## src/logic/sb_tx_pkg.sv

```systemverilog
package sb_tx_pkg;

    typedef logic [9:0]  symbol_t;    // Start bit, payload, stop bit
    typedef logic [7:0]  byte_t;      // Symbol payload
    typedef logic [23:0] read_data_t; // Register read data, three bytes
    typedef logic [3:0]  sym_count_t; // Bit-time within a symbol

    // Request codes as presented on trans_sel
    typedef enum logic [2:0] {
        req_none       = 3'd0,
        req_read_cmd   = 3'd2,
        req_read_rsp   = 3'd3,
        req_lane_state = 3'd4
    } req_t;

    // Reported on trans_state
    typedef enum logic [1:0] {
        link_disconnected = 2'd0,
        link_idle         = 2'd1,
        link_start        = 2'd2
    } link_state_t;

    typedef enum logic [4:0] {
        st_disconnect,
        st_idle,
        st_dle1,
        st_lse,
        st_clse,
        st_stx_cmd,
        st_cmd_addr,
        st_cmd_len,
        st_stx_rsp,
        st_rsp_addr,
        st_rsp_len,
        st_rsp_data,
        st_crc1,
        st_crc2,
        st_dle2,
        st_etx
    } frame_state_t;

    // One registered line word, unpacked at the top level
    typedef struct packed {
        symbol_t symbol;
        logic    crc_en;   // Outer CRC accumulates this symbol
        logic    sbtx_sel; // Outer CRC unit drives the line
    } sb_line_t;

    localparam int      SYMBOL_CYCLES  = 10;     // sb_clk cycles per symbol
    localparam byte_t   DLE_CODE       = 8'hFE;
    localparam byte_t   STX_CMD_CODE   = 8'h05;
    localparam byte_t   STX_RSP_CODE   = 8'h04;
    localparam byte_t   LSE_CODE       = 8'h80;
    localparam byte_t   CLSE_CODE      = ~LSE_CODE;
    localparam byte_t   ETX_CODE       = 8'h40;
    localparam byte_t   READ_ADDR      = 8'd78;  // Register read address
    localparam byte_t   READ_LEN       = 8'd3;   // Bytes requested
    localparam int      RSP_DATA_BYTES = 3;      // Data bytes in the response
    localparam symbol_t IDLE_SYMBOL    = '1;     // Line held high when idle
    localparam int      SENT_DELAY     = 3;      // Stages ahead of trans_sent

endpackage

```

## src/logic/sb_symbol_timer.sv

```systemverilog
`timescale 1ns/10ps

module sb_symbol_timer (
    input  logic sb_clk,
    input  logic rst,
    input  logic active,     // Frame in progress
    output logic symbol_end  // Last bit-time of the current symbol
);
    import sb_tx_pkg::*;

    localparam sym_count_t LAST_COUNT = sym_count_t'(SYMBOL_CYCLES - 1);

    sym_count_t count; // Bit-time within the symbol

    always_ff @(posedge sb_clk or negedge rst) begin
        if (!rst) begin
            count <= '0;
        end else if (!active) begin
            count <= '0; // Parked between frames
        end else if (count == LAST_COUNT) begin
            count <= '0; // Next symbol starts
        end else begin
            count <= count + sym_count_t'(1);
        end
    end

    // Sequencer loads the next symbol on the edge that ends this cycle
    assign symbol_end = active && (count == LAST_COUNT);

endmodule

```

## src/logic/sb_request_tracker.sv

```systemverilog
`timescale 1ns/10ps

module sb_request_tracker (
    input  logic              sb_clk,
    input  logic              rst,
    input  sb_tx_pkg::req_t   trans_sel,  // Request from the link layer
    input  logic              frame_done, // Final symbol of a frame ends
    output sb_tx_pkg::req_t   req,        // Request being served
    output logic              trans_sent  // Delayed completion pulse
);
    import sb_tx_pkg::*;

    logic                  done_kept; // Completion not overrun by a new request
    logic [SENT_DELAY-1:0] sent_pipe; // Completion delay line

    // A request arriving with the completion wins over it
    assign done_kept = frame_done && (trans_sel == req_none);

    always_ff @(posedge sb_clk or negedge rst) begin
        if (!rst) begin
            req <= req_none;
        end else if (trans_sel != req_none) begin
            req <= trans_sel; // Latest nonzero request
        end else if (frame_done) begin
            req <= req_none; // Frame finished, back to idle
        end
    end

    // Delay so the far end sees the pulse after the last symbol settles
    always_ff @(posedge sb_clk or negedge rst) begin
        if (!rst) begin
            sent_pipe  <= '0;
            trans_sent <= 1'b0;
        end else begin
            sent_pipe  <= {sent_pipe[SENT_DELAY-2:0], done_kept};
            trans_sent <= sent_pipe[SENT_DELAY-1]; // Single-cycle pulse
        end
    end

endmodule

```

## src/logic/sb_frame_sequencer.sv

```systemverilog
`timescale 1ns/10ps

module sb_frame_sequencer (
    input  logic                    sb_clk,
    input  logic                    rst,
    input  sb_tx_pkg::req_t         req,                // Active request
    input  logic                    symbol_end,         // Current symbol on its last cycle
    input  sb_tx_pkg::read_data_t   sb_read,            // Data for the read response
    input  logic                    disconnect_sbtx,    // Hold the link disconnected
    input  logic                    tdisconnect_tx_min, // Minimum disconnect time met
    output logic                    active,             // Symbol timer runs
    output logic                    frame_done,         // CLSE or ETX finishing
    output sb_tx_pkg::sb_line_t     line,               // Registered symbol and flags
    output sb_tx_pkg::link_state_t  link_state
);
    import sb_tx_pkg::*;

    localparam logic [1:0] LAST_BYTE = 2'(RSP_DATA_BYTES - 1);

    frame_state_t state;
    frame_state_t state_nxt;
    logic         advance;    // Symbol done and request still matches
    logic         load_line;  // Register a new line word this cycle
    logic [1:0]   byte_cnt;   // Response byte now on the line
    logic [1:0]   byte_sel;   // Response byte loaded on the next advance
    byte_t        rsp_byte;   // Selected sb_read byte

    // Start bit high, stop bit low
    function automatic symbol_t frame_sym(byte_t payload);
        return {1'b1, payload, 1'b0};
    endfunction

    // Symbol and CRC flags that go with a state
    function automatic sb_line_t line_for(frame_state_t st, byte_t data);
        sb_line_t l;
        l = '{symbol: '0, crc_en: 1'b0, sbtx_sel: 1'b0};
        case (st)
            st_idle:                 l.symbol = IDLE_SYMBOL;
            st_dle1, st_dle2:        l.symbol = frame_sym(DLE_CODE); // Not CRC covered
            st_lse: begin
                l.symbol = frame_sym(LSE_CODE);
                l.crc_en = 1'b1;
            end
            st_clse: begin
                l.symbol = frame_sym(CLSE_CODE);
                l.crc_en = 1'b1;
            end
            st_stx_cmd: begin
                l.symbol = frame_sym(STX_CMD_CODE);
                l.crc_en = 1'b1;
            end
            st_stx_rsp: begin
                l.symbol = frame_sym(STX_RSP_CODE);
                l.crc_en = 1'b1;
            end
            st_cmd_addr, st_rsp_addr: begin
                l.symbol = frame_sym(READ_ADDR);
                l.crc_en = 1'b1;
            end
            st_cmd_len, st_rsp_len: begin
                l.symbol = frame_sym(READ_LEN);
                l.crc_en = 1'b1;
            end
            st_rsp_data: begin
                l.symbol = frame_sym(data); // Byte captured at load
                l.crc_en = 1'b1;
            end
            st_crc1, st_crc2: begin
                l.crc_en   = 1'b1; // Zero slot, outer unit drives the CRC
                l.sbtx_sel = 1'b1;
            end
            st_etx:                  l.symbol = frame_sym(ETX_CODE);
            default:                 l.symbol = '0; // Disconnected line
        endcase
        return l;
    endfunction

    // Frame continues only while the request matches its type
    function automatic logic req_fits(frame_state_t st, req_t r);
        logic fits;
        case (st)
            st_dle1:
                fits = r inside {req_read_cmd, req_read_rsp, req_lane_state};
            st_lse, st_clse:
                fits = (r == req_lane_state);
            st_stx_cmd, st_cmd_addr, st_cmd_len:
                fits = (r == req_read_cmd);
            st_stx_rsp, st_rsp_addr, st_rsp_len, st_rsp_data:
                fits = (r == req_read_rsp);
            st_crc1, st_crc2, st_dle2, st_etx:
                fits = r inside {req_read_cmd, req_read_rsp}; // Shared frame tail
            default:
                fits = 1'b0;
        endcase
        return fits;
    endfunction

    assign active = (state != st_disconnect) && (state != st_idle);

    // Length symbol leads to byte 0, each data symbol to the next byte
    assign byte_sel = (state == st_rsp_len) ? 2'd0 : byte_cnt + 2'd1;

    always_comb begin
        case (byte_sel)
            2'd0:    rsp_byte = sb_read[7:0]; // Low byte first
            2'd1:    rsp_byte = sb_read[15:8];
            default: rsp_byte = sb_read[23:16];
        endcase
    end

    always_comb begin
        state_nxt = state;
        advance   = 1'b0;
        case (state)
            st_disconnect: begin
                if (!disconnect_sbtx && tdisconnect_tx_min) begin
                    state_nxt = st_idle; // Release to idle
                end
            end
            st_idle: begin
                if (req inside {req_read_cmd, req_read_rsp, req_lane_state}) begin
                    state_nxt = st_dle1; // Every frame opens with DLE
                end
            end
            default: begin
                if (symbol_end && req_fits(state, req)) begin
                    advance = 1'b1;
                    case (state)
                        st_dle1: begin
                            if (req == req_lane_state) begin
                                state_nxt = st_lse;
                            end else if (req == req_read_cmd) begin
                                state_nxt = st_stx_cmd;
                            end else begin
                                state_nxt = st_stx_rsp;
                            end
                        end
                        st_lse:      state_nxt = st_clse;
                        st_clse:     state_nxt = st_idle;
                        st_stx_cmd:  state_nxt = st_cmd_addr;
                        st_cmd_addr: state_nxt = st_cmd_len;
                        st_cmd_len:  state_nxt = st_crc1; // No data in the command
                        st_stx_rsp:  state_nxt = st_rsp_addr;
                        st_rsp_addr: state_nxt = st_rsp_len;
                        st_rsp_len:  state_nxt = st_rsp_data;
                        st_rsp_data: begin
                            if (byte_cnt == LAST_BYTE) begin
                                state_nxt = st_crc1;
                            end
                        end
                        st_crc1:     state_nxt = st_crc2;
                        st_crc2:     state_nxt = st_dle2;
                        st_dle2:     state_nxt = st_etx;
                        default:     state_nxt = st_idle; // ETX ends the frame
                    endcase
                end
            end
        endcase
    end

    // Idle and disconnect refresh every cycle, frames only on an advance
    assign load_line  = (state == st_disconnect) || (state == st_idle) || advance;
    assign frame_done = advance && ((state == st_clse) || (state == st_etx));

    always_ff @(posedge sb_clk or negedge rst) begin
        if (!rst) begin
            state      <= st_disconnect;
            line       <= '0;
            link_state <= link_disconnected;
        end else begin
            state <= state_nxt;
            if (load_line) begin
                line <= line_for(state_nxt, rsp_byte);
            end
            case (state_nxt)
                st_disconnect: link_state <= link_disconnected;
                st_idle:       link_state <= link_idle;
                default:       link_state <= link_start; // Frame on the line
            endcase
        end
    end

    always_ff @(posedge sb_clk or negedge rst) begin
        if (!rst) begin
            byte_cnt <= '0;
        end else if (state == st_idle) begin
            byte_cnt <= '0;
        end else if (advance && (state_nxt == st_rsp_data)) begin
            byte_cnt <= byte_sel; // Tracks the byte just loaded
        end
    end

endmodule

```

## src/logic/sb_transaction_gen.sv

```systemverilog
`timescale 1ns/10ps

module sb_transaction_gen (
    input  logic                    sb_clk,
    input  logic                    rst,
    input  sb_tx_pkg::read_data_t   sb_read,            // Register read data
    input  sb_tx_pkg::req_t         trans_sel,          // Transaction request
    input  logic                    disconnect_sbtx,
    input  logic                    tdisconnect_tx_min,
    output sb_tx_pkg::symbol_t      trans,              // Line symbol
    output sb_tx_pkg::link_state_t  trans_state,
    output logic                    crc_en,             // CRC accumulate enable
    output logic                    sbtx_sel,           // CRC unit owns the line
    output logic                    trans_sent,         // Frame completion pulse
    output logic                    disconnected_s
);
    import sb_tx_pkg::*;

    req_t     req;         // Request under service
    logic     frame_done;  // Sequencer finished a frame
    logic     active;      // Timer enable
    logic     symbol_end;  // Symbol boundary strobe
    sb_line_t line;        // Registered symbol and flags

    sb_symbol_timer u_timer (
        .sb_clk     (sb_clk),
        .rst        (rst),
        .active     (active),
        .symbol_end (symbol_end)
    );

    sb_request_tracker u_tracker (
        .sb_clk     (sb_clk),
        .rst        (rst),
        .trans_sel  (trans_sel),
        .frame_done (frame_done),
        .req        (req),
        .trans_sent (trans_sent)
    );

    sb_frame_sequencer u_sequencer (
        .sb_clk             (sb_clk),
        .rst                (rst),
        .req                (req),
        .symbol_end         (symbol_end),
        .sb_read            (sb_read),
        .disconnect_sbtx    (disconnect_sbtx),
        .tdisconnect_tx_min (tdisconnect_tx_min),
        .active             (active),
        .frame_done         (frame_done),
        .line               (line),
        .link_state         (trans_state)
    );

    assign trans    = line.symbol;
    assign crc_en   = line.crc_en;
    assign sbtx_sel = line.sbtx_sel;

    // Only the disconnect state reports link_disconnected
    assign disconnected_s = (trans_state == link_disconnected);

endmodule

```

## config.mk

```make
export PLATFORM = sky130hd
export DESIGN_NAME = sb_transaction_gen
export DESIGN_NICKNAME = d
export VERILOG_FILES = /design/src/logic/sb_tx_pkg.sv /design/src/logic/sb_symbol_timer.sv /design/src/logic/sb_request_tracker.sv /design/src/logic/sb_frame_sequencer.sv /design/src/logic/sb_transaction_gen.sv
export SDC_FILE = /design/constraint.sdc
export NUM_CORES = 1
export LEC_CHECK = 0
export ABC_AREA = 1
export BUFFER_PORTS_ARGS = -buffer_cell sky130_fd_sc_hd__buf_2
export CORE_MARGIN = 4
export CORE_UTILIZATION = 51
export CTS_BUF_LIST = sky130_fd_sc_hd__clkbuf_2
export DETAILED_ROUTE_END_ITERATION = 6
export PLACE_DENSITY = 0.86
export SYNTH_ARGS = -nofsm -noshare
export SYNTH_HDL_FRONTEND = slang
export SYNTH_SLANG_ARGS = --single-unit
```

## constraint.sdc

```tcl
create_clock -name sb_clk -period 1.9 [get_ports sb_clk]
set_clock_uncertainty 0.1 [all_clocks]
set_input_delay 0.38 -clock sb_clk [delete_from_list [all_inputs] [get_ports sb_clk]]
set_output_delay 0.38 -clock sb_clk [all_outputs]
set_load 0.02 [all_outputs]
```

=== Word level (Yosys, flattened, before mapping) ===
Index checks and enable logic that the tools add are counted.
W data, S select, Z words.

* Flip-flop bits (word level): 32
* Bits of input ports: 31
* Output and inout bits: 16

* Add/subtract/negate cells: 2
* Equal/unequal tests: 37
* Multiplexer cells: 24
* Reductions and logical operators: 32

{| class="wikitable"
|+ Operators with widths
! operator !! count
|-
| $pmux W10 S10 || 1
|-
| $eq A5 B4 Y1 const B || 16
|-
| $pmux W5 S12 || 1
|-
| $eq A5 B3 Y1 const B || 8
|-
| $mux W5 || 5
|-
| $eq A5 B2 Y1 const B || 4
|-
| $pmux W8 S2 || 1
|-
| $mux W4 || 3
|-
| $reduce_or A2 Y1 || 6
|-
| $reduce_or A11 Y1 || 1
|-
| $eq A5 B1 Y1 const B || 2
|-
| $logic_not A5 Y1 || 2
|-
| $pmux W5 S2 || 1
|-
| $reduce_or A4 Y1 || 2
|-
| $logic_and A1 B1 Y1 || 7
|-
| $eq A3 B2 Y1 const B || 2
|-
| $mux W2 || 3
|-
| $mux W3 || 2
|-
| $reduce_bool A2 Y1 || 3
|-
| $reduce_bool A3 Y1 || 2
|-
| $mux W1 || 5
|-
| $ne A5 B1 Y1 const B || 1
|-
| $pmux W1 S5 || 1
|-
| $reduce_bool A5 Y1 || 1
|-
| 12 further kinds || 15
|}

=== Depth between registers and ports, before layout ===
* Word-level depth: 11
* Depth in mapped cells: 21

=== Hierarchy ===
From an unflattened synthesis, not the netlist that was laid out.

* Cell total of the unflattened synthesis: 299
* Area total of the unflattened synthesis: 2132.0 µm²

{| class="wikitable"
|+ Modules (own cells, without submodules)
! module !! instances !! cells each !! area each (µm²) !! seq. area each (µm²)
|-
| sb_frame_sequencer || 1 || 256 || 1692.9 || 525.5
|-
| sb_request_tracker || 1 || 20 || 234.0 || 175.2
|-
| sb_symbol_timer || 1 || 22 || 201.4 || 100.1
|-
| sb_transaction_gen || 1 || 1 || 3.8 || 0.0
|}

=== Worst setup path before layout ===
No wires, ideal clock.

* Path kind: reg-to-reg
* Start point: register u_sequencer.state[3]
* End point: register, netlist name u_sequencer.line[4]
* Arrival: 1875 ps
* Required time: 1683 ps
* Setup slack: -191 ps
* Cell stages (with the launch flop): 16
* Period minus slack after synthesis: 2091 ps
* Cells stage by stage: dfrtp_1 > nor2_2 > inv_2 > nor2_1 > nand2_1 > nand2_1 > or2_1 > nand3_1 > nand3_4 > inv_4 > nand4_1 > nand2_2 > nor2_4 > nand3_1 > nand2_1 > nand2_1

* Word-level cells in the longest chain between the ends: 10

{| class="wikitable"
|+ RTL lines
! item !! line !! text
|-
| start, declared || sb_frame_sequencer.sv:20 || <nowiki>frame_state_t state;</nowiki>
|-
| start signal, assigned || sb_frame_sequencer.sv:167 || <nowiki>state <= st_disconnect;</nowiki>
|-
| start signal, assigned || sb_frame_sequencer.sv:171 || <nowiki>state <= state_nxt;</nowiki>
|-
| $eq A5 B4 Y1 (tied with other cells) || sb_frame_sequencer.sv:81, sb_frame_sequencer.sv:128 ||
|-
| $reduce_or A4 Y1 (tied with other cells) || sb_frame_sequencer.sv:81 || <nowiki>case (st)</nowiki>
|-
| $pmux W1 S5 || sb_frame_sequencer.sv:81 ||
|-
| $mux W1 || sb_frame_sequencer.sv:114 || <nowiki>case (state)</nowiki>
|-
| $logic_and A1 B1 Y1 || sb_frame_sequencer.sv:126 || <nowiki>if (symbol_end && req_fits(state, req)) begin</nowiki>
|-
| $mux W5 || sb_frame_sequencer.sv:126 ||
|-
| $pmux W5 S2 * || sb_frame_sequencer.sv:114 ||
|-
| net u_sequencer.state_nxt[1] || sb_frame_sequencer.sv:21 || <nowiki>frame_state_t state_nxt;</nowiki>
|-
| $eq A5 B3 Y1 (tied with other cells) || sb_frame_sequencer.sv:37 || <nowiki>case (st)</nowiki>
|-
| $reduce_or A2 Y1 || sb_frame_sequencer.sv:37 ||
|-
| $pmux W10 S10 * || sb_frame_sequencer.sv:37 ||
|}

Mark *: on every way through the listed nets, which the timed path passes. The rest lies on a longest branch. The select of a mux whose other input is x is not followed.
A chain may end at the register's enable or synchronous reset.

=== Worst setup path in the final report ===
* Start point: register u_sequencer.state[3]
* End point: register, netlist name u_sequencer.line[3]

* Word-level cells in the longest chain between the ends: 10

{| class="wikitable"
|+ RTL lines
! item !! line
|-
| $eq A5 B4 Y1 (tied with other cells) || sb_frame_sequencer.sv:81, sb_frame_sequencer.sv:128
|-
| $reduce_or A4 Y1 (tied with other cells) || sb_frame_sequencer.sv:81
|-
| $pmux W1 S5 || sb_frame_sequencer.sv:81
|-
| $mux W1 || sb_frame_sequencer.sv:114
|-
| $logic_and A1 B1 Y1 || sb_frame_sequencer.sv:126
|-
| $mux W5 || sb_frame_sequencer.sv:126
|-
| $pmux W5 S2 * || sb_frame_sequencer.sv:114
|-
| net u_sequencer.state_nxt[2] || sb_frame_sequencer.sv:21
|-
| $eq A5 B3 Y1 (tied with other cells) || sb_frame_sequencer.sv:37
|-
| $reduce_or A2 Y1 || sb_frame_sequencer.sv:37
|-
| $pmux W10 S10 * || sb_frame_sequencer.sv:37
|}

Marks and branches as above.

==> impl_metrics.tcl <==
set metrics [dict create \
    die_x_um 72.37 \
    grt_usage_pct 30.48 \
    crit_type "reg2reg" \
    htree_levels 2 \
    cts_tree "done" \
    worst_ep_required_time_ns 2.17 \
    synth_flop_cell "dfrtp_1" \
    wl_per_cell_um 17.78 \
    period_minus_slack_ns 2.581 \
    synth_top_area_share_pct 37.89 \
    ys_seq_area_share_pct 37.89 \
    antenna_cells 0 \
    synth_largest_area_cell "dfrtp_1" \
    cts_buffers 5 \
    wirelength_mm 8.430 \
    first_iter_violations 401 \
    clock_latency_ns 0.42 \
    seqCellArea_um2 807.0 \
    routed_via_density 5.930 \
    leakagePower_nw 1.740 \
    p_per_area_nw_per_um2 1632 \
    drt_first_pass_iters 7 \
    synth_area_per_cell_um2 6.773 \
    place_hpwl_mm 4.341 \
    clk_path_buf_depth 2 \
    synth.cell_area_um2 2113 \
    yosys-top-cells-area "dfrtp_1 38%, nand2_1 18%, nor2_1 6.9%" \
    io_pins 47 \
    relSlewSlack_pct 51.45 \
    area_delta_synth_final_pct 55.30 \
    holdCritPathClass "in2reg" \
    grt_pass1_wl_mm 12.47 \
    drc 0 \
    drive_above_1_share_pct 49.29 \
    total_power_mw 5.358 \
    finalCritPeriodShare_pct 135.8 \
    met1_length_mm 3.012 \
    arrival_ns 2.85 \
    grt_start_max_net_pins 33 \
    portBuffers 46 \
    post-place-cells 448 \
    synth_edf_count 0 \
    synthCells 312 \
    rows 23 \
    initial_core_util_pct 52.83 \
    worst_setup_path_end_kind "flop" \
    status "finished, violations left" \
    worst_slack_ns -0.6806 \
    multi_input_area_um2 1434 \
    place_ws_ns -0.4496 \
    worst_slew_pin_slew_ns 0.7283 \
    cts-root-buf "clkbuf_2" \
    overflow 0 \
    grt_pass1_vias 2582 \
    cp-start-kind "flop" \
    drv_cap 0 \
    clock.fmax_mhz 387.5 \
    hold_violations 0 \
    rsz0062_at_grt "true" \
    grt_antenna_before_repair 0 \
    final-setup-viol-count 21 \
    die_y_um 72.37 \
    fin_nets 457 \
    antenna_left 0 \
    drv_slew 0 \
    place_congestion 0.9559 \
    cts.sinks 32 \
    yosys_warnings 0 \
    ys_ff_latch 32 \
    path_clk_slew_ns 0.19 \
    top_layer "met4" \
    synth_cell_types 34 \
    instances_no_fill 474 \
    r2r_slack_ns -0.68 \
    syn_nets 346 \
    violations "negative setup slack" \
    core_um2 4000 \
    path_max_fanout 6 \
    wl_met2_mm 3.888 \
    num-fill-cells 211 \
    route.met3.wl_mm 1.083 \
    via_count 2811 \
    async_flop_share_pct 100.0 \
    ir_drop_v 0.0009648 \
    die_area_um2 5237 \
]
routing by layer:
layer,global-route usage [%],vias up
met5,0,-
met4,13.73,0
met3,7.479,78
met2,48.84,270
met1,38.95,1265
li1,-,1198
flip-flops by register name, summed over array words and instances, names as in the netlist:
signal                  flops
u_tracker.req               3
u_sequencer.byte_cnt        2
u_sequencer.state           5
u_sequencer.line           12
u_tracker.sent_pipe         3
u_timer.count               4
u_tracker.trans_sent        1
u_sequencer.link_state      2
cell type report:
class | count | share of cell area, %
Timing Repair Buffer | 110 | 22.34
Multi-Input combinational cell | 231 | 43.69
Clock buffer | 5 | 0.7625
Sequential cell | 32 | 24.59
Inverter | 43 | 5.414
Clock inverter | 3 | 1.296
Tap cell | 50 | 1.906
cells by family after synthesis:
kind of cell               count (synthesis)  synth area share (%)
and+or+nand+nor                          204                 43.87
buffers and inverters                     49                 9.177
DFF                                       32                 37.89
AOI/OAI and AO/OA                         22                 6.453
adders and majority gates                  3                 1.776
xor gates and xnor gates                   2                0.8290
synthesized netlist by cell type, types with 3 or more instances:
master   count
a21oi_1      5
a22o_1       3
buf_2        3
dfrtp_1     32
ha_1         3
inv_1       32
inv_2        9
nand2_1    101
nand2_2      6
nand2_4      3
nand3_1     29
nand4_1      6
nor2_1      39
nor2_2      11
o21ai_0      6
o21ai_1      3
critical path, cell delays in order, from the launching register on:
cell,delay (ns)
dfrtp_2,0.52
nor2_4,0.21
nand3_1,0.15
nand3_2,0.10
nand2_2,0.07
nand3_4,0.17
nand2_8,0.12
nand2_8,0.09
nand2_8,0.07
buf_4,0.14
nor2_2,0.12
nand4_1,0.19
buf_4,0.21
nand4_1,0.13
nand2_1,0.09
nand2_1,0.06
power by group:
part | switching (mW) | internal (mW) | total, mW
Clock | 0.280 | 0.219 | 0.500
Sequential | 0.189 | 0.903 | 1.09
Combinational | 2.30 | 1.47 | 3.77
path summary, 6_finish.rpt:
| path | startpoint | to | cells after the start |
|---|---|---|---|
| setup / recovery | u_sequencer.state[3] | u_sequencer.line[3] | 15 |
| hold reg to reg | u_tracker.sent_pipe[2] | u_tracker.trans_sent | 0 |
| hold / removal | trans_sel[0] | u_tracker.sent_pipe[0] | 2 |
| setup reg to reg | u_sequencer.state[3] | u_sequencer.line[3] | 15 |
| max in group asynchronous | rst | u_sequencer.state[1] | 2 |
| min in group asynchronous | rst | u_sequencer.line[1] | 2 |
timing repair:
item,4_1_cts,5_1_grt
hold buffers,1,2
setup endpoints to repair,18,21
pin swaps,16,11
endpoints found under the hold margin,32,1
setup buffers,10,5
gates resized for setup,58,29
cell usage in the layout, fill, tap and decap left out, drive strengths merged:
master / n
a21oi: 6
a22o: 3
buf: 107
bufinv: 1
clkbuf: 5
clkinv: 2
clkinvlp: 1
dfrtp: 32
dlygate4sd3: 3
ha: 3
inv: 42
nand2: 110
nand3: 31
nand4: 6
nor2: 51
nor3: 2
nor4: 2
o2111ai: 1
o21a: 1
o21ai: 9
o31ai: 2
or2: 2
xnor2: 1
xor2: 1
stage by stage:
stage                     hold slack (ns)  utilization, %  TNS, ns  cell area [µm²]
after floorplan                  -0.01559               -   -1.421             2147
after global placement             0.2324           68.72   -4.115             2749
after detailed placement           0.2355           68.72   -5.174             2749
after CTS                         0.01511           77.57   -4.274             3103
after global routing              0.01717           82.05   -12.04             3282
final                             0.03946           82.05   -9.765             3282
Power figures use the tool's default switching activity.
